## src/include/rvc_consts.svh

```systemverilog
`ifndef RVC_CONSTS_SVH
`define RVC_CONSTS_SVH

// instruction memory depth in 32-bit words
`define RVC_MEM_WORDS 256

// word address width, log2 of the depth
`define RVC_MEM_AW 8

// width of a byte address
`define RVC_XLEN 32

// byte address where fetch starts after reset
`define RVC_RESET_PC 32'h0000_0000

`endif

```

## src/hdl/fetch_pkg.sv

```systemverilog
`include "rvc_consts.svh"

package fetch_pkg;

    // byte address of an instruction
    typedef logic [`RVC_XLEN-1:0] pc_t;

    // word address into the instruction memory
    typedef logic [`RVC_MEM_AW-1:0] mem_addr_t;

    // one memory word
    typedef logic [31:0] word_t;

    // parcel queue occupancy, 0 to 3
    typedef logic [1:0] q_cnt_t;

    // run: no read outstanding
    // wait_grant: request held until the arbiter grants it
    // wait_data: granted read, data comes back next
    typedef enum logic [1:0] {
        run,
        wait_grant,
        wait_data
    } fetch_state_t;

endpackage

```

## src/hdl/mem_arbiter.sv

```systemverilog
`timescale 1ns/1ns

module mem_arbiter (
    input  logic                 i_clk,
    input  logic                 i_rst_n,
    input  logic                 i_load_we,
    input  fetch_pkg::mem_addr_t i_load_addr,
    input  fetch_pkg::word_t     i_load_data,
    input  logic                 i_rd_req,
    input  fetch_pkg::mem_addr_t i_rd_addr,
    output logic                 o_rd_gnt,
    output logic                 o_rd_valid,
    output fetch_pkg::word_t     o_rd_data,
    output logic                 o_mem_we,
    output fetch_pkg::mem_addr_t o_mem_addr,
    output fetch_pkg::word_t     o_mem_wdata,
    input  fetch_pkg::word_t     i_mem_rdata
);

    logic rd_pending;

    // loader always has priority, a read waits behind any write
    assign o_rd_gnt    = i_rd_req && !i_load_we;
    assign o_mem_we    = i_load_we;
    assign o_mem_addr  = i_load_we ? i_load_addr : i_rd_addr;
    assign o_mem_wdata = i_load_data;

    // read port output lines up with the cycle after the grant
    always_ff @(posedge i_clk or negedge i_rst_n) begin
        if (!i_rst_n) begin
            rd_pending <= 1'b0;
        end else begin
            rd_pending <= o_rd_gnt;
        end
    end

    assign o_rd_valid = rd_pending;
    assign o_rd_data  = i_mem_rdata;

endmodule

```

## config.mk

```make
export PLATFORM = sky130hd
export DESIGN_NAME = mem_arbiter
export DESIGN_NICKNAME = d
export VERILOG_FILES = /design/src/hdl/fetch_pkg.sv /design/src/hdl/mem_arbiter.sv
export VERILOG_INCLUDE_DIRS = /design/src /design/src/include
export SDC_FILE = /design/constraint.sdc
export NUM_CORES = 1
export LEC_CHECK = 0
export BUFFER_PORTS_ARGS = -buffer_cell sky130_fd_sc_hd__buf_2
export CORE_AREA = 2 2 61 63
export CTS_CLUSTER_SIZE = 16
export DETAILED_ROUTE_END_ITERATION = 16
export DIE_AREA = 0 0 63 65
export HOLD_SLACK_MARGIN = 0.05
export PLACE_DENSITY_LB_ADDON = 0.1
export SYNTH_ARGS = -nofsm -noshare
export SYNTH_HDL_FRONTEND = slang
export SYNTH_SLANG_ARGS = --single-unit
```

## constraint.sdc

```tcl
create_clock -name i_clk -period 0.8 [get_ports i_clk]
set_input_delay 0.12 -clock i_clk [delete_from_list [all_inputs] [get_ports i_clk]]
set_output_delay 0.12 -clock i_clk [all_outputs]
set_load 0.02 [all_outputs]
```

==> run_summary.xml <==
<?xml version="1.0" encoding="UTF-8"?>
<metrics>
  <group name="detailed_routing">
    <metric name="via_count" unit="">321</metric>
    <metric name="firstDrtPassIters" unit="">2</metric>
    <metric name="drt_iter0_drc" unit="">2</metric>
    <metric name="wl" unit="um">1430</metric>
    <metric name="final_antenna_net_count" unit="">0</metric>
    <metric name="post-route-drc-count" unit="">0</metric>
    <metric name="routedWlPerCell" unit="um">15.7</metric>
    <metric name="vias_per_cell" unit="">3.53</metric>
  </group>
  <group name="logic_synthesis">
    <metric name="synth_top_family_by_area" unit="">buffers and inverters</metric>
    <metric name="unique_masters_post_synth" unit="">5</metric>
    <metric name="basic_gate_share_of_the_synthesized_area_counting_and_or_nand_and_nor_cells" unit="%">1.34</metric>
    <metric name="ys_seq_elements" unit="">1</metric>
    <metric name="yosys.area_share.xor_xnor" unit="%">0</metric>
    <metric name="synth.area.mux_share" unit="%">18.4</metric>
    <metric name="synth_compound_gate_area_share" unit="%">0</metric>
    <metric name="netlist_instances" unit="">76</metric>
    <metric name="synth_seq_area_share" unit="%">3.83</metric>
    <metric name="synth.cell_area" unit="um2">653</metric>
    <metric name="postSynthNetCount" unit="">160</metric>
    <metric name="syn_avg_cell_area" unit="um2">8.59</metric>
    <metric name="synth_warnings" unit="">0</metric>
    <metric name="synth_fa_ha_area_share" unit="%">0</metric>
  </group>
  <group name="layout">
    <metric name="num-fill-cells" unit="">407</metric>
    <metric name="largest_register_ffs" unit="">1</metric>
    <metric name="n_antenna_cell" unit="">0</metric>
    <metric name="layout.nets" unit="">129</metric>
    <metric name="area.growth.synth_to_final" unit="%">-27.8</metric>
    <metric name="drive_above_1_share" unit="%">95.3</metric>
    <metric name="finish.instance_area" unit="um2">472</metric>
  </group>
  <group name="critical_path">
    <metric name="worstSetupStartpointType" unit="">input port</metric>
    <metric name="worstPathMaxFanout" unit="">5</metric>
    <metric name="setup.worst_path.start" unit="">i_load_we</metric>
    <metric name="worstSetupPathType" unit="">in -&gt; out</metric>
    <metric name="cp-end-kind" unit="">primary output</metric>
    <metric name="required" unit="ns">0.68</metric>
    <metric name="critical_path.cell_chain" unit="">clkbuf_16 &gt; mux2_4 &gt; buf_6</metric>
    <metric name="crit_slowest_cell" unit="">sky130_fd_sc_hd__mux2_4</metric>
    <metric name="critPathArrivalTime" unit="ns">0.68</metric>
    <metric name="worstSetupEndpoint" unit="">o_mem_addr[7]</metric>
    <metric name="peak_per_stage_delay_on_the_critical_path" unit="ns">0.29</metric>
  </group>
  <group name="place">
    <metric name="place_area" unit="um2">392</metric>
    <metric name="placement.io_buffers" unit="">30</metric>
    <metric name="place_congestion" unit="">0.621</metric>
    <metric name="detailedPlace.worstSlack" unit="ns">-0.161</metric>
  </group>
  <group name="clocking">
    <metric name="cts_setup_buffers" unit="">0</metric>
  </group>
  <group name="die">
    <metric name="ios" unit="">159</metric>
    <metric name="dieWidth" unit="um">63</metric>
    <metric name="core_region_area" unit="mm2">0.00350</metric>
    <metric name="num_rows" unit="">22</metric>
    <metric name="floorplan.initialDensity" unit="%">18.7</metric>
    <metric name="die_area" unit="mm2">0.00410</metric>
    <metric name="die_y" unit="um">65</metric>
  </group>
  <group name="timing">
    <metric name="final-hold-violation-count" unit="">0</metric>
    <metric name="layout_min_cycle_time" unit="ns">0.798</metric>
    <metric name="maxClockFrequency" unit="MHz">1250</metric>
    <metric name="worst-slew-pin-transition" unit="ns">0.113</metric>
    <metric name="setup_viol_count_final" unit="">0</metric>
    <metric name="timing.max_slew.rel_slack" unit="%">92.5</metric>
    <metric name="layout_worst_path_cycle_share" unit="%">99.7</metric>
    <metric name="slew_violations" unit="">0</metric>
    <metric name="worst_slack" unit="ns">0.00226</metric>
    <metric name="setup_repair_after_global_routing_missed_its_margin" unit="">true</metric>
  </group>
  <group name="global_route">
    <metric name="grt_overflow" unit="">0</metric>
    <metric name="number_of_antenna_violations_at_the_first_check_in_global_routing" unit="">0</metric>
    <metric name="grt_pass1_vias" unit="">334</metric>
    <metric name="grt_max_degree" unit="">11</metric>
    <metric name="grt_usage" unit="%">5.88</metric>
    <metric name="grt_first_pass_wirelength" unit="um">1860</metric>
  </group>
  <group name="power">
    <metric name="peakVddDrop" unit="mV">0.132</metric>
    <metric name="pwr_density_cell" unit="mW/mm2">711</metric>
    <metric name="leakage" unit="nW">0.247</metric>
  </group>
  <group name="run_status">
    <metric name="status" unit="">finished, final reports clean</metric>
  </group>
  <group name="flow_run">
    <metric name="maxCapViolations" unit="">0</metric>
  </group>
  <group name="worst_hold_path">
    <metric name="worst_hold_path_type" unit="">in -&gt; out</metric>
  </group>
</metrics>
## stage by stage
step	utilization [%]	hold slack (ns)	total power, mW	instances	TNS, ns
floorplan	-	-0.176	0.652	76	0
global placement	11.2	-0.104	0.285	90	-1.30
finish	13.5	0.240	0.336	91	0
global route	13.5	0.240	0.348	91	-0.0134
detailed placement	11.2	-0.103	0.281	90	-1.25
CTS	12.8	0.240	0.326	90	-0.0111
## kinds of logic (layout without fill, tap and decap cells)
family / count (synthesis) / in the layout
buf+inv: 66 / 33
flops: 1 / 1
mux: 8 / 8
simple gates: 1 / 1
## Yosys cell counts
library cell | instances | area, um2
sky130_fd_sc_hd__buf_4 | 65 | 488
sky130_fd_sc_hd__mux2_4 | 8 | 120
sky130_fd_sc_hd__and2b_2 | 1 | 8.76
sky130_fd_sc_hd__buf_6 | 1 | 11.3
sky130_fd_sc_hd__dfrtp_1 | 1 | 25.0
## layout make-up
class,count,area (um2),area share (%)
repair buffers,33,258,54.6
multi-input cells,9,129,27.3
well taps,48,60.1,12.7
flip-flops and latches,1,25.0,5.31
## how the worst min path moves through the flow
stage / startpoint / to / slack [ns] / cells past startpoint
floorplan: i_rst_n / o_rd_valid / -0.18 / 0
global placement: i_rst_n / o_rd_valid / -0.10 / 1
detailed placement: i_rst_n / o_rd_valid / -0.10 / 1
CTS: i_load_data[11] / o_mem_wdata[11] / 0.24 / 0
global route: i_mem_rdata[14] / o_rd_data[14] / 0.24 / 0
finish: i_load_data[26] / o_mem_wdata[26] / 0.24 / 0
## report_power, final
group          switching [mW]  leakage (nW)  internal (mW)  total, mW
Sequential           0.000540        0.0129         0.0540     0.0546
Combinational           0.111         0.234          0.170      0.281
Clock                       0             0              0          0
Total                   0.112         0.247          0.224      0.336
## worst max-delay path: cells and delay by family
kind	cells	cell delay [ns]
mux	1	0.29
buf+inv	2	0.26
## metal layers
layer	up-vias	track usage, %	routed length (um)
met1	130	3.13	273
met5	-	0	0
li1	104	-	-
met2	59	10.8	658
met4	0	6.39	146
met3	28	4.51	354
## repair_timing
action                                  CTS  global route
hold endpoints to repair                  1             0
endpoints found under the setup margin   10             4
resized for setup                        20             0
hold buffers                              1             0
cloned                                    0             1
## cells in the final DEF, fill, tap and decap left out
cell                             n
sky130_fd_sc_hd__dfrtp_1         1
sky130_fd_sc_hd__buf_4           1
sky130_fd_sc_hd__mux2_4          8
sky130_fd_sc_hd__buf_6           8
sky130_fd_sc_hd__dlygate4sd3_1   1
sky130_fd_sc_hd__clkbuf_16       1
sky130_fd_sc_hd__buf_12          1
sky130_fd_sc_hd__buf_2          21
sky130_fd_sc_hd__and2b_2         1
Power figures use the tool's default switching activity.
