[config.mk]
export PLATFORM = sky130hd
export DESIGN_NAME = inst_expander
export DESIGN_NICKNAME = d
export VERILOG_FILES = /design/src/hdl/rv_isa_pkg.sv /design/src/hdl/inst_expander.sv
export SDC_FILE = /design/constraint.sdc
export NUM_CORES = 1
export LEC_CHECK = 0
export BUFFER_PORTS_ARGS = -buffer_cell sky130_fd_sc_hd__buf_2
export CAP_MARGIN = 20
export CORE_UTILIZATION = 53
export DETAILED_ROUTE_END_ITERATION = 12
export PLACE_DENSITY_LB_ADDON = 0.25
export SLEW_MARGIN = 5
export SYNTH_ARGS = -nofsm -noshare
export SYNTH_HDL_FRONTEND = slang
export SYNTH_SLANG_ARGS = --single-unit
export TNS_END_PERCENT = 30
[constraint.sdc]
create_clock -name vclk -period 5.2
set_input_delay 0.52 -clock vclk [all_inputs]
set_output_delay 0.52 -clock vclk [all_outputs]
set_load 0.005 [all_outputs]
[src/hdl/rv_isa_pkg.sv]
package rv_isa_pkg;

    // full 32-bit instruction
    typedef logic [31:0] inst_t;

    // one halfword of the instruction stream
    typedef logic [15:0] parcel_t;

    // major opcode field, bits 6:0
    typedef logic [6:0] opcode_t;

    // integer register index
    typedef logic [4:0] reg_idx_t;

    // registers with a fixed role in the compressed forms
    localparam reg_idx_t reg_zero = 5'd0;
    localparam reg_idx_t reg_ra   = 5'd1;
    localparam reg_idx_t reg_sp   = 5'd2;

    // rv32i major opcodes
    localparam opcode_t op_load   = 7'b0000011;
    localparam opcode_t op_store  = 7'b0100011;
    localparam opcode_t op_imm    = 7'b0010011;
    localparam opcode_t op_reg    = 7'b0110011;
    localparam opcode_t op_lui    = 7'b0110111;
    localparam opcode_t op_branch = 7'b1100011;
    localparam opcode_t op_jal    = 7'b1101111;
    localparam opcode_t op_jalr   = 7'b1100111;
    localparam opcode_t op_system = 7'b1110011;

endpackage

[src/hdl/inst_expander.sv]
`timescale 1ns/1ns

module inst_expander (
    input  rv_isa_pkg::inst_t i_inst,
    output rv_isa_pkg::inst_t o_inst,
    output logic              o_is_illegal,
    output logic              o_is_compressed
);
    import rv_isa_pkg::*;

    parcel_t  p;
    reg_idx_t rd;
    reg_idx_t rs2;
    reg_idx_t rd_p;
    reg_idx_t rs1_p;

    assign p     = i_inst[15:0];
    assign rd    = p[11:7];
    assign rs2   = p[6:2];
    // 3-bit register fields map onto x8..x15
    assign rd_p  = {2'b01, p[4:2]};
    assign rs1_p = {2'b01, p[9:7]};

    always_comb begin
        // upper half kept out so a compressed result ignores the next parcel
        o_inst          = {16'h0000, p};
        o_is_illegal    = 1'b0;
        o_is_compressed = 1'b1;

        unique casez ({p[1:0], p[15:13]})
            // c.addi4spn, addi rd', x2, nzuimm
            5'b00_000: begin
                o_inst = {2'b00, p[10:7], p[12:11], p[5], p[6], 2'b00,
                          reg_sp, 3'b000, rd_p, op_imm};
                o_is_illegal = p[12:5] == 8'h00;
            end
            // c.lw
            5'b00_010:
                o_inst = {5'b0, p[5], p[12:10], p[6], 2'b00, rs1_p, 3'b010, rd_p, op_load};
            // c.sw, rs2' sits in the rd' slot
            5'b00_110:
                o_inst = {5'b0, p[5], p[12], rd_p, rs1_p, 3'b010,
                          p[11:10], p[6], 2'b00, op_store};
            // c.addi and c.nop
            5'b01_000:
                o_inst = {{6{p[12]}}, p[12], p[6:2], rd, 3'b000, rd, op_imm};
            // c.jal links to x1, c.j to x0
            5'b01_001,
            5'b01_101:
                o_inst = {p[12], p[8], p[10:9], p[6], p[7], p[2], p[11], p[5:3],
                          p[12], {8{p[12]}}, 4'b0000, ~p[15], op_jal};
            // c.li
            5'b01_010:
                o_inst = {{6{p[12]}}, p[12], p[6:2], reg_zero, 3'b000, rd, op_imm};
            5'b01_011: begin
                if (rd == reg_sp) begin
                    // c.addi16sp
                    o_inst = {{3{p[12]}}, p[4:3], p[5], p[2], p[6], 4'b0000,
                              reg_sp, 3'b000, reg_sp, op_imm};
                end else begin
                    // c.lui
                    o_inst = {{15{p[12]}}, p[6:2], rd, op_lui};
                end
                o_is_illegal = {p[12], p[6:2]} == 6'b0;
            end
            5'b01_100: begin
                case (p[11:10])
                    // c.srli and c.srai, shamt[5] must be zero on rv32
                    2'b00,
                    2'b01: begin
                        o_inst = {1'b0, p[10], 5'b0, p[6:2], rs1_p, 3'b101, rs1_p, op_imm};
                        o_is_illegal = p[12];
                    end
                    // c.andi
                    2'b10:
                        o_inst = {{6{p[12]}}, p[12], p[6:2], rs1_p, 3'b111, rs1_p, op_imm};
                    default: begin
                        case (p[6:5])
                            2'b00: o_inst = {7'b0100000, rd_p, rs1_p, 3'b000, rs1_p, op_reg};
                            2'b01: o_inst = {7'b0000000, rd_p, rs1_p, 3'b100, rs1_p, op_reg};
                            2'b10: o_inst = {7'b0000000, rd_p, rs1_p, 3'b110, rs1_p, op_reg};
                            default: o_inst = {7'b0000000, rd_p, rs1_p, 3'b111, rs1_p, op_reg};
                        endcase
                        // subw and addw slots only exist on rv64
                        o_is_illegal = p[12];
                    end
                endcase
            end
            // c.beqz and c.bnez, funct3 bit 0 comes from p[13]
            5'b01_110,
            5'b01_111:
                o_inst = {{4{p[12]}}, p[6:5], p[2], reg_zero, rs1_p, 2'b00, p[13],
                          p[11:10], p[4:3], p[12], op_branch};
            // c.slli
            5'b10_000: begin
                o_inst = {7'b0, p[6:2], rd, 3'b001, rd, op_imm};
                o_is_illegal = p[12];
            end
            // c.lwsp, rd of x0 is reserved
            5'b10_010: begin
                o_inst = {4'b0, p[3:2], p[12], p[6:4], 2'b00, reg_sp, 3'b010, rd, op_load};
                o_is_illegal = rd == reg_zero;
            end
            5'b10_100: begin
                if (!p[12]) begin
                    if (rs2 != reg_zero) begin
                        // c.mv
                        o_inst = {7'b0, rs2, reg_zero, 3'b000, rd, op_reg};
                    end else begin
                        // c.jr
                        o_inst = {12'h000, rd, 3'b000, reg_zero, op_jalr};
                        o_is_illegal = rd == reg_zero;
                    end
                end else if (rs2 != reg_zero) begin
                    // c.add
                    o_inst = {7'b0, rs2, rd, 3'b000, rd, op_reg};
                end else if (rd == reg_zero) begin
                    // c.ebreak
                    o_inst = {12'h001, reg_zero, 3'b000, reg_zero, op_system};
                end else begin
                    // c.jalr
                    o_inst = {12'h000, rd, 3'b000, reg_ra, op_jalr};
                end
            end
            // c.swsp
            5'b10_110:
                o_inst = {4'b0, p[8:7], p[12], rs2, reg_sp, 3'b010, p[11:9], 2'b00, op_store};
            // full-width instruction
            5'b11_???: begin
                o_inst          = i_inst;
                o_is_compressed = 1'b0;
            end
            // fp slots and reserved funct3 values
            default:
                o_is_illegal = 1'b1;
        endcase
    end

endmodule

==> summary.md <==
| Metric | Value |
|---|---|
| Status | `finished clean` |
| Final net count | `313` |
| Total power | `around 0.14 mW` |
| Crit Path Category | `input pin to output port` |
| DRT iter0 DRCs | `156` |
| Min-Delay Path Class | `input pin to output port` |
| Period utilisation layout | `0.624` |
| Sequential cell count | `0` |
| Endpoints failing setup | `0` |
| Post_cts resized | `0` |
| Drt drc | `0` |
| DP Area | `1640 um^2` |
| Post-route ant nets | `0` |
| Combinational power share | `1.000` |
| Syn Area/Cell | `5.85 um^2` |
| DIE AREA | `2790 um^2` |
| Sequential power share | `0` |
| Rel. slew slack | `0.293` |
| CP Launch Type | `input pin` |
| Routed length per instance | `17.1 um` |
| Syn Inst Count | `roughly 230` |
| Cell Rows | `18` |
| Placed Cells | `309` |
| GPL Wtd Cong | `1.01` |
| GRT Total Usage | `0.376` |
| Area grow syn2layout | `19.7%` |
| Pwr Density | `86.0 nW/um^2` |
| Layout cells sized above 1 | `0.265` |
| Max Slew Vio Count | `0` |
| Setup Buffers After CTS | `0` |
| First-pass GRT wire length | `7.92 mm` |
| Final Non-Filler Cells | `309` |
| Post-cts hold buffer count | `0` |
| Core area | `roughly 2500 um^2` |
| Crit path DAT | `2720 ps` |
| Post-Place Setup Slack | `2070 ps` |
| Drt pass-1 iters | `7` |
| RSZ-0062 raised after global routing | `false` |
| DPL Wire Length | `3.86 mm` |
| MaxCap Viol Count | `0` |
| Final Hold Fails | `0` |
| Distinct cells, synth | `54` |
| Storage cell area | `0 um^2` |
| WL final | `between 5 and 6 mm` |
| I/O pin count | `66` |
| Crit. End Element | `output port` |
| Seq/Total Area, Yosys | `0` |
| Die Height | `52.8 um` |
| Required time worst endpoint | `4680 ps` |
| Fill cell count | `261` |
| Clock buf count | `0` |
| Initial antenna violation count | `0` |
| CP cell instances | `buf_2 -> inv_1 -> nor2_1 -> inv_1 -> nand2_1 -> a221o_1 -> buf_2` |
| Cell Int Power | `0.0585 mW` |
| P_leak | `0.789 nW` |
| Slack of the critical path | `1960 ps` |
| Synth Net Count | `266` |
| Die width | `52.8 um` |
| Vias per cell | `6.77` |
| Largest net degree at the start of global routing | `31` |
| Slowest CP cell | `nor2_1` |
| Antenna Cells | `0` |
| Post-Syn Area | `about 1400 um^2` |
| Slew @ Worst Pin | `1060 ps` |
| Critical path's top delay family | `simple AND/OR/NAND/NOR gates` |
| Grt ovf | `0` |
| Via Count | `2092` |
| Yosys warns | `0` |
| Worst VDD drop | `75.0 uV` |
| Switching Fraction | `0.585` |
| Clock share of power | `0` |
| Initial core utilization | `0.558` |
| Max stage delay on crit path | `around 840 ps` |
| Cell area after layout | `between 1500 and 2000 um^2` |
| Worst Path Buf+Inv | `4` |
| Vias in the first global route | `approximately 1600` |
| Buffers on Ports | `66` |
| Psw | `0.0825 mW` |
| Maximum clock rate | `308 MHz` |
| Final setup TNS | `0 ps` |
| Crit Path Max Fanout | `26` |
| Crit path time final | `3240 ps` |
[cell usage after synthesis, types with 3 or more instances]
master / n / share of area
o31ai_1: 3 / 0.016
nand2b_1: 7 / 0.032
nor2_1: 20 / 0.055
and2_1: 3 / 0.014
buf_2: 3 / 0.011
or3_1: 5 / 0.023
a211o_1: 4 / 0.026
inv_1: 9 / 0.025
nor3_1: 7 / 0.026
a21oi_1: 16 / 0.059
nand4_1: 3 / 0.014
clkbuf_1: 14 / 0.038
o21ai_0: 22 / 0.080
nand3_1: 17 / 0.062
nand2_1: 28 / 0.077
a211oi_1: 3 / 0.016
a21boi_0: 5 / 0.027
a221o_1: 7 / 0.051
o21ai_1: 3 / 0.011
o211ai_1: 6 / 0.033
a22oi_1: 5 / 0.027
nor2b_1: 5 / 0.023
[per-stage QoR]
stage | util | hold slack (ps)
final | 0.668 | 1310
after global routing | 0.668 | 1340
after CTS | 0.668 | 1310
after detailed placement | 0.668 | 1310
after global placement | 0.668 | 1310
after floorplan | - | 1120
[final cells by class]
class | count | area (um^2) | area share
repair buffers | 66 | 330 | 0.202
multi-input cells | 204 | 1240 | 0.755
well taps | 30 | 37.5 | 0.0229
inverters | 9 | 33.8 | 0.0206
[logic make-up after synthesis]
family | share of synthesized area
XOR/XNOR | 0.00640
AO/OA/AOI/OAI | 0.480
buffers and inverters | 0.0960
multiplexers | 0.00823
AND/OR/NAND/NOR | 0.410
[cell usage in the layout (no fill, tap or decap), types with 6 or more instances in the layout]
cell / count
a21oi_1: 16
a221o_1: 7
buf_2: 66
inv_1: 9
nand2_1: 28
nand2b_1: 7
nand3_1: 17
nor2_1: 20
nor3_1: 7
o211ai_1: 6
o21ai_0: 22
[worst paths after layout]
path                   start          to  slack, ps  depth (start not counted)
setup / recovery   i_inst[1]  o_inst[12]       1960                          7
hold / removal    i_inst[31]  o_inst[31]       1310                          3
[power groups by stage]
stage / registers [mW] / logic [mW] / clock network (mW)
after CTS: 0 / 0.138 / 0
after detailed placement: 0 / 0.137 / 0
final: 0 / 0.141 / 0
after global placement: 0 / 0.137 / 0
after global routing: 0 / 0.153 / 0
after floorplan: 0 / 0.0847 / 0
[per-layer routing]
metal / vias to the layer above / track usage / share of wire
met1: 913 / 0.551 / 0.40
li1: 976 / - / -
met3: 22 / 0.0174 / 0.12
met4: 0 / 0.0746 / 0.025
met5: - / 0 / 0
met2: 181 / 0.595 / 0.46
No activity file was read; power rests on OpenSTA's default activity.
