===== config.mk =====
export PLATFORM = sky130hd
export DESIGN_NAME = fetch_unit
export DESIGN_NICKNAME = d
export VERILOG_FILES = /design/src/hdl/rv_isa_pkg.sv /design/src/hdl/fetch_pkg.sv /design/src/hdl/fetch_unit.sv
export VERILOG_INCLUDE_DIRS = /design/src /design/src/include
export SDC_FILE = /design/constraint.sdc
export NUM_CORES = 1
export LEC_CHECK = 0
export ABC_AREA = 0
export BUFFER_PORTS_ARGS = -buffer_cell sky130_fd_sc_hd__buf_2
export CAP_MARGIN = 20
export CORE_MARGIN = 5
export CORE_UTILIZATION = 25
export DETAILED_ROUTE_END_ITERATION = 6
export PLACE_DENSITY = 0.55
export SLEW_MARGIN = 20
export SYNTH_ARGS = -nofsm -noshare
export SYNTH_HDL_FRONTEND = slang
export SYNTH_SLANG_ARGS = --single-unit

===== constraint.sdc =====
create_clock -name i_clk -period 10.9 [get_ports i_clk]
set_clock_uncertainty 0.05 [all_clocks]
set_input_delay 0 -clock i_clk [delete_from_list [all_inputs] [get_ports i_clk]]
set_output_delay 0 -clock i_clk [all_outputs]
set_load 0.01 [all_outputs]

===== src/include/rvc_consts.svh =====
`ifndef RVC_CONSTS_SVH
`define RVC_CONSTS_SVH

// instruction memory depth in 32-bit words
`define RVC_MEM_WORDS 256

// word address width, log2 of the depth
`define RVC_MEM_AW 8

// width of a byte address
`define RVC_XLEN 32

// byte address where fetch starts after reset
`define RVC_RESET_PC 32'h0000_0000

`endif


===== src/hdl/rv_isa_pkg.sv =====
package rv_isa_pkg;

    // full 32-bit instruction
    typedef logic [31:0] inst_t;

    // one halfword of the instruction stream
    typedef logic [15:0] parcel_t;

    // major opcode field, bits 6:0
    typedef logic [6:0] opcode_t;

    // integer register index
    typedef logic [4:0] reg_idx_t;

    // registers with a fixed role in the compressed forms
    localparam reg_idx_t reg_zero = 5'd0;
    localparam reg_idx_t reg_ra   = 5'd1;
    localparam reg_idx_t reg_sp   = 5'd2;

    // rv32i major opcodes
    localparam opcode_t op_load   = 7'b0000011;
    localparam opcode_t op_store  = 7'b0100011;
    localparam opcode_t op_imm    = 7'b0010011;
    localparam opcode_t op_reg    = 7'b0110011;
    localparam opcode_t op_lui    = 7'b0110111;
    localparam opcode_t op_branch = 7'b1100011;
    localparam opcode_t op_jal    = 7'b1101111;
    localparam opcode_t op_jalr   = 7'b1100111;
    localparam opcode_t op_system = 7'b1110011;

endpackage


===== src/hdl/fetch_pkg.sv =====
`include "rvc_consts.svh"

package fetch_pkg;

    // byte address of an instruction
    typedef logic [`RVC_XLEN-1:0] pc_t;

    // word address into the instruction memory
    typedef logic [`RVC_MEM_AW-1:0] mem_addr_t;

    // one memory word
    typedef logic [31:0] word_t;

    // parcel queue occupancy, 0 to 3
    typedef logic [1:0] q_cnt_t;

    // run: no read outstanding
    // wait_grant: request held until the arbiter grants it
    // wait_data: granted read, data comes back next
    typedef enum logic [1:0] {
        run,
        wait_grant,
        wait_data
    } fetch_state_t;

endpackage


===== src/hdl/fetch_unit.sv =====
`timescale 1ns/1ns
`include "rvc_consts.svh"

module fetch_unit (
    input  logic                 i_clk,
    input  logic                 i_rst_n,
    input  logic                 i_redirect,
    input  fetch_pkg::pc_t       i_redirect_pc,
    input  logic                 i_stall,
    output logic                 o_rd_req,
    output fetch_pkg::mem_addr_t o_rd_addr,
    input  logic                 i_rd_gnt,
    input  logic                 i_rd_valid,
    input  fetch_pkg::word_t     i_rd_data,
    output rv_isa_pkg::inst_t    o_window,
    input  logic                 i_is_compressed,
    output logic                 o_inst_valid,
    output fetch_pkg::pc_t       o_pc
);
    import fetch_pkg::*;
    import rv_isa_pkg::*;

    localparam pc_t reset_pc = `RVC_RESET_PC;

    fetch_state_t state;
    pc_t          pc;
    mem_addr_t    fetch_waddr;
    parcel_t      q [3];
    parcel_t      q_next [3];
    parcel_t      in_first;
    q_cnt_t       cnt;
    q_cnt_t       cnt_shift;
    q_cnt_t       cnt_next;
    q_cnt_t       pop_n;
    logic         active;
    logic         epoch;
    logic         req_epoch;
    logic         drop_low;
    logic         rd_fire;
    logic         push;
    logic         accept;

    // fetch stays idle until the first redirect
    assign o_rd_req  = active && (state == wait_grant || (state == run && cnt <= 2'd1));
    assign o_rd_addr = fetch_waddr;
    assign rd_fire   = o_rd_req && i_rd_gnt;
    // data from before a redirect carries the old epoch
    assign push      = i_rd_valid && state == wait_data && req_epoch == epoch;

    assign o_window     = {q[1], q[0]};
    assign o_inst_valid = cnt >= 2'd2 || (cnt == 2'd1 && i_is_compressed);
    assign o_pc         = pc;
    assign accept       = o_inst_valid && !i_stall;
    assign pop_n        = !accept ? 2'd0 : (i_is_compressed ? 2'd1 : 2'd2);
    assign in_first     = drop_low ? i_rd_data[31:16] : i_rd_data[15:0];

    // pop from the head, then append the returned word behind what is left
    always_comb begin
        q_next = q;
        if (pop_n == 2'd1) begin
            q_next[0] = q[1];
            q_next[1] = q[2];
        end else if (pop_n == 2'd2) begin
            q_next[0] = q[2];
        end
        cnt_shift = cnt - pop_n;
        cnt_next  = cnt_shift;
        if (push) begin
            for (int i = 0; i < 3; i++) begin
                if (i == int'(cnt_shift)) begin
                    q_next[i] = in_first;
                end else if (!drop_low && i == int'(cnt_shift) + 1) begin
                    q_next[i] = i_rd_data[31:16];
                end
            end
            cnt_next = cnt_shift + (drop_low ? 2'd1 : 2'd2);
        end
    end

    always_ff @(posedge i_clk) begin
        q <= q_next;
    end

    always_ff @(posedge i_clk or negedge i_rst_n) begin
        if (!i_rst_n) begin
            state       <= run;
            pc          <= reset_pc;
            fetch_waddr <= reset_pc[`RVC_MEM_AW+1:2];
            cnt         <= '0;
            active      <= 1'b0;
            epoch       <= 1'b0;
            req_epoch   <= 1'b0;
            drop_low    <= reset_pc[1];
        end else if (i_redirect) begin
            // a read granted in the same cycle still has to drain
            if (rd_fire) begin
                state <= wait_data;
            end else begin
                state <= run;
            end
            if (rd_fire) begin
                req_epoch <= epoch;
            end
            pc          <= {i_redirect_pc[`RVC_XLEN-1:1], 1'b0};
            fetch_waddr <= i_redirect_pc[`RVC_MEM_AW+1:2];
            cnt         <= '0;
            active      <= 1'b1;
            epoch       <= ~epoch;
            drop_low    <= i_redirect_pc[1];
        end else begin
            cnt <= cnt_next;
            if (accept) begin
                pc <= pc + (i_is_compressed ? pc_t'(2) : pc_t'(4));
            end
            if (rd_fire) begin
                fetch_waddr <= fetch_waddr + 1'b1;
                req_epoch   <= epoch;
            end
            if (push) begin
                drop_low <= 1'b0;
            end
            case (state)
                run: begin
                    if (rd_fire) begin
                        state <= wait_data;
                    end else if (o_rd_req) begin
                        state <= wait_grant;
                    end
                end
                wait_grant: begin
                    if (rd_fire) begin
                        state <= wait_data;
                    end
                end
                default: begin
                    if (i_rd_valid) begin
                        state <= run;
                    end
                end
            endcase
        end
    end

endmodule


==> summary.txt <==
Power
  • Power per cell area: roughly 170 nW/um^2
  • VDD IR max: 0.0001164 V
  • Lkg Pwr: between 3 and 4 nW
  • Clock Power Share: 24.7%
  • Reg power frac: about two fifths
  • Int Pwr: 0.8219 mW
  • Gate power share: between 30% and 40%
  • Switch Pwr: ~0.45 mW
  • Sw frac: 35.47%

Critical path
  • Worst Setup End Kind: flop
  • CP max stage delay: about 1.1 ns
  • CP Data Required Time: ~11 ns
  • Worst-path maximum fanout: 23
  • Crit path max-delay family: simple AND/OR/NAND/NOR gates
  • Crit path DAT: 5.12 ns
  • Critical path class: reg -> reg
  • Setup crit start kind: flop
  • Most frequent CP cell: nand2_1
  • Count of buffer and inverter cells on the critical path: 2
  • CP Cell Sequence: a21oi_2 > nor2_4 > nand2_1 > inv_2 > ha_1 > nand2_1 > nor2_2 > mux2_2 > dlygate4sd3_1
  • Slowest-stage cell, CP: ha_1

Run
  • Max cap viols: 0

Synth
  • Post-synthesis mux area share: 15.76%
  • Synth Area in Adders: under 10%
  • Warnings, synthesis: 0
  • Synthesized area: approximately 5600 um^2
  • Simple-gate portion of the synthesized area: 15.81%
  • Post-synth top area cell: dfrtp_1
  • Commonest cells in the netlist: nand2_1 (87), dfrtp_1 (47), mux2i_1 (45)
  • Syn avg cell area: approximately 9.7 um^2
  • Yosys reg bits: 95
  • Sequential share of the synthesized area: 41.23%
  • Ys async rst share: approximately half
  • Top cells by area, synth: dfrtp_1 (21%), dfxtp_1 (11%), edfxtp_1 (8.6%)
  • Syn Inst Count: 572
  • Top-area cell type share of the netlist area: a little over a fifth
  • Number of synthesized flops with an enable pin: 16
  • Compound-Gate Fraction of Synth Area: a little under an eighth
  • XOR/XNOR Fraction of Synth Area: about 6.3%
  • Distinct cell type count after synthesis: 53
  • Syn_nets: approximately 650
  • Largest family of logic cells by synthesized area: simple AND/OR/NAND/NOR gates
  • Most common cell in the netlist: nand2_1
  • Ys flop type: dfrtp_1

Die
  • DIE AREA: roughly 25000 um^2
  • Core ar.: about 22000 um^2
  • Initial Util: roughly a quarter
  • # rows: 54
  • Die Height: 159.3 um
  • Die W: 159.3 um
  • Boundary pin count: ~150

Route
  • Antenna Violating Nets Remaining: 0
  • Post-Route WL: roughly 16000 um
  • DR top layer: met4
  • DRC violation total after the first TritonRoute iteration: 173
  • Vias per inst: 4.561
  • DR pass1 iterations: 4
  • Metal3 WL: between 800 and 900 um
  • WL met1: around 7500 um
  • Routed len/inst: roughly 15 um
  • Post-route DRC: 0
  • Vias: approximately 4700
  • Met2 WL: 7426 um

Placed design
  • DP HPWL: 10390 um
  • DP Area: between 6000 and 7000 um^2
  • Buffers on Ports: 142
  • DP Cell Count: about 930
  • Placer Congestion: around 0.77

CTS
  • Clock slew at reported path FFs: 0.08 ns
  • Clock root buffer master: clkbuf_16
  • Postcts setup bufs: 0
  • H-Tree Depth: 3
  • CTS tree: yes
  • Clock Latency Late Sink: ~0.34 ns
  • Num CTS Buffers: 9
  • Max Root-Sink Buffers: 2
  • Sinks on Clock Net: between 90 and 100

Finish
  • Nets: 823
  • Share of layout cells above drive strength 1: 29.12%
  • Area delta synth->final: 33.06%
  • Design area: roughly 7400 um^2
  • ANT cells: 0
  • Post-layout instance count excluding filler cells: between 1000 and 1500

STA
  • RSZ-0062 raised after global routing: false
  • Min Tclk post-route: between 5 and 6 ns
  • Max-slew violations: 0
  • Slew headroom: about a quarter
  • Tcrit/Tclk final: between 40% and 50%
  • Max Fclk: just under 0.2 GHz
  • Worst Max-Slew Pin Slew: 1.103 ns
  • Final setup fails: 0
  • TNS Setup: 0 ns
  • Final Hold Fails: 0

Global routing
  • Total grt overflow: 0
  • Antenna violations before repair: 0
  • Largest net degree at the start of global routing: 72
  • All-Layer GR Usage: approximately an eighth
  • Vias in the first global route: roughly 4800
  • First-pass GRT wire length: ~26000 um

Status
  • Outcome: completed

Min path
  • Hold Path Class: in -> async
[power by group through the flow]
stage | clock, mW | sequential (mW) | combinational (mW)
after floorplan | 0 | 0.513 | 0.339
after global placement | 0 | 0.533 | 0.403
after detailed placement | 0 | 0.533 | 0.407
after CTS | 0.326 | 0.526 | 0.438
after global routing | 0.339 | 0.540 | 0.483
final | 0.314 | 0.526 | 0.434
[registers in the layout, summed over array words and instances (netlist names)]
| signal | count |
|---|---|
| state | 2 |
| q | 16 |
| req_epoch | 1 |
| o_rd_addr | 8 |
| epoch | 1 |
| o_window | 32 |
| cnt | 2 |
| active | 1 |
| o_pc | 31 |
| drop_low | 1 |
[metal layers]
metal  vias to the layer above  GRT usage [%]
li1                       2353              -
met5                         -              0
met4                         0          2.443
met3                         8          3.365
met1                      2223          16.42
met2                       123          20.49
[final timing paths]
check | to | startpoint | depth (start not counted) | slack [ns]
hold reg to reg | o_window[20] | o_window[20] | 2 | 0.46
max in group asynchronous | drop_low | i_rst_n | 3 | 10.11
setup / recovery | q[2] | cnt[1] | 9 | 5.83
hold / removal | o_rd_addr[4] | i_rst_n | 3 | 0.23
setup reg to reg | q[2] | cnt[1] | 9 | 5.83
min in group i_clk | o_pc[4] | i_stall | 4 | 0.23
[metrics by stage]
stage | power, mW | util [%] | setup WS, ns | hold WS, ns
floorplan | 0.8519 | - | 7.494 | -0.3456
global placement | 0.9358 | 28.72 | 6.236 | 0.09861
detailed placement | 0.9399 | 28.72 | 6.231 | 0.09195
CTS | 1.290 | 33.82 | 5.788 | 0.2282
global route | 1.361 | 33.86 | 5.514 | 0.2696
finish | 1.274 | 33.86 | 5.826 | 0.2252
[worst register-to-register path, cell delays in order (launching register included)]
cell	delay, ns
dfrtp_1	0.42
a21oi_2	0.36
nor2_4	0.05
nand2_1	0.44
inv_2	0.35
ha_1	1.11
nand2_1	0.23
nor2_2	0.86
mux2_2	0.42
dlygate4sd3_1	0.55
[layout by cell type, fill, tap and decap left out, types with 9 or more instances in the layout]
cell	count
edfxtp_1	16
mux2i_1	45
dlygate4sd3_1	83
a32oi_1	12
xnor2_1	26
o211ai_1	16
o21ai_0	37
dfrtp_1	46
mux2_2	38
nand2_1	87
nand4_1	9
buf_2	142
inv_1	15
clkbuf_16	9
dfxtp_1	32
nor2_1	12
xor2_1	14
o22ai_1	15
[logic make-up (layout without fill, tap and decap cells)]
kind of cell / after synthesis / after routing
buffers and inverters: 81 / 261
AO/OA/AOI/OAI: 102 / 102
XOR/XNOR: 40 / 40
other: 1 / 1
adder cells (fa/ha/maj): 5 / 5
flip-flops: 95 / 95
multiplexers: 83 / 83
AND/OR/NAND/NOR: 165 / 165
[area by class of cell]
| cell class | count | area, um^2 |
|---|---|---|
| flip-flops and latches | 95 | 2298 |
| well taps | 280 | 350.3 |
| inverters | 16 | 60.06 |
| clock buffers | 9 | 225.2 |
| repair buffers | 229 | 1572 |
| fillers | 2261 | 14480 |
| clock inverters | 7 | 61.31 |
| multi-input cells | 396 | 2846 |
[repair_timing]
action	CTS	global route
hold endpoints to repair	137	0
hold buffers	83	0
resized for setup	0	0
Power figures use the tool's default switching activity.
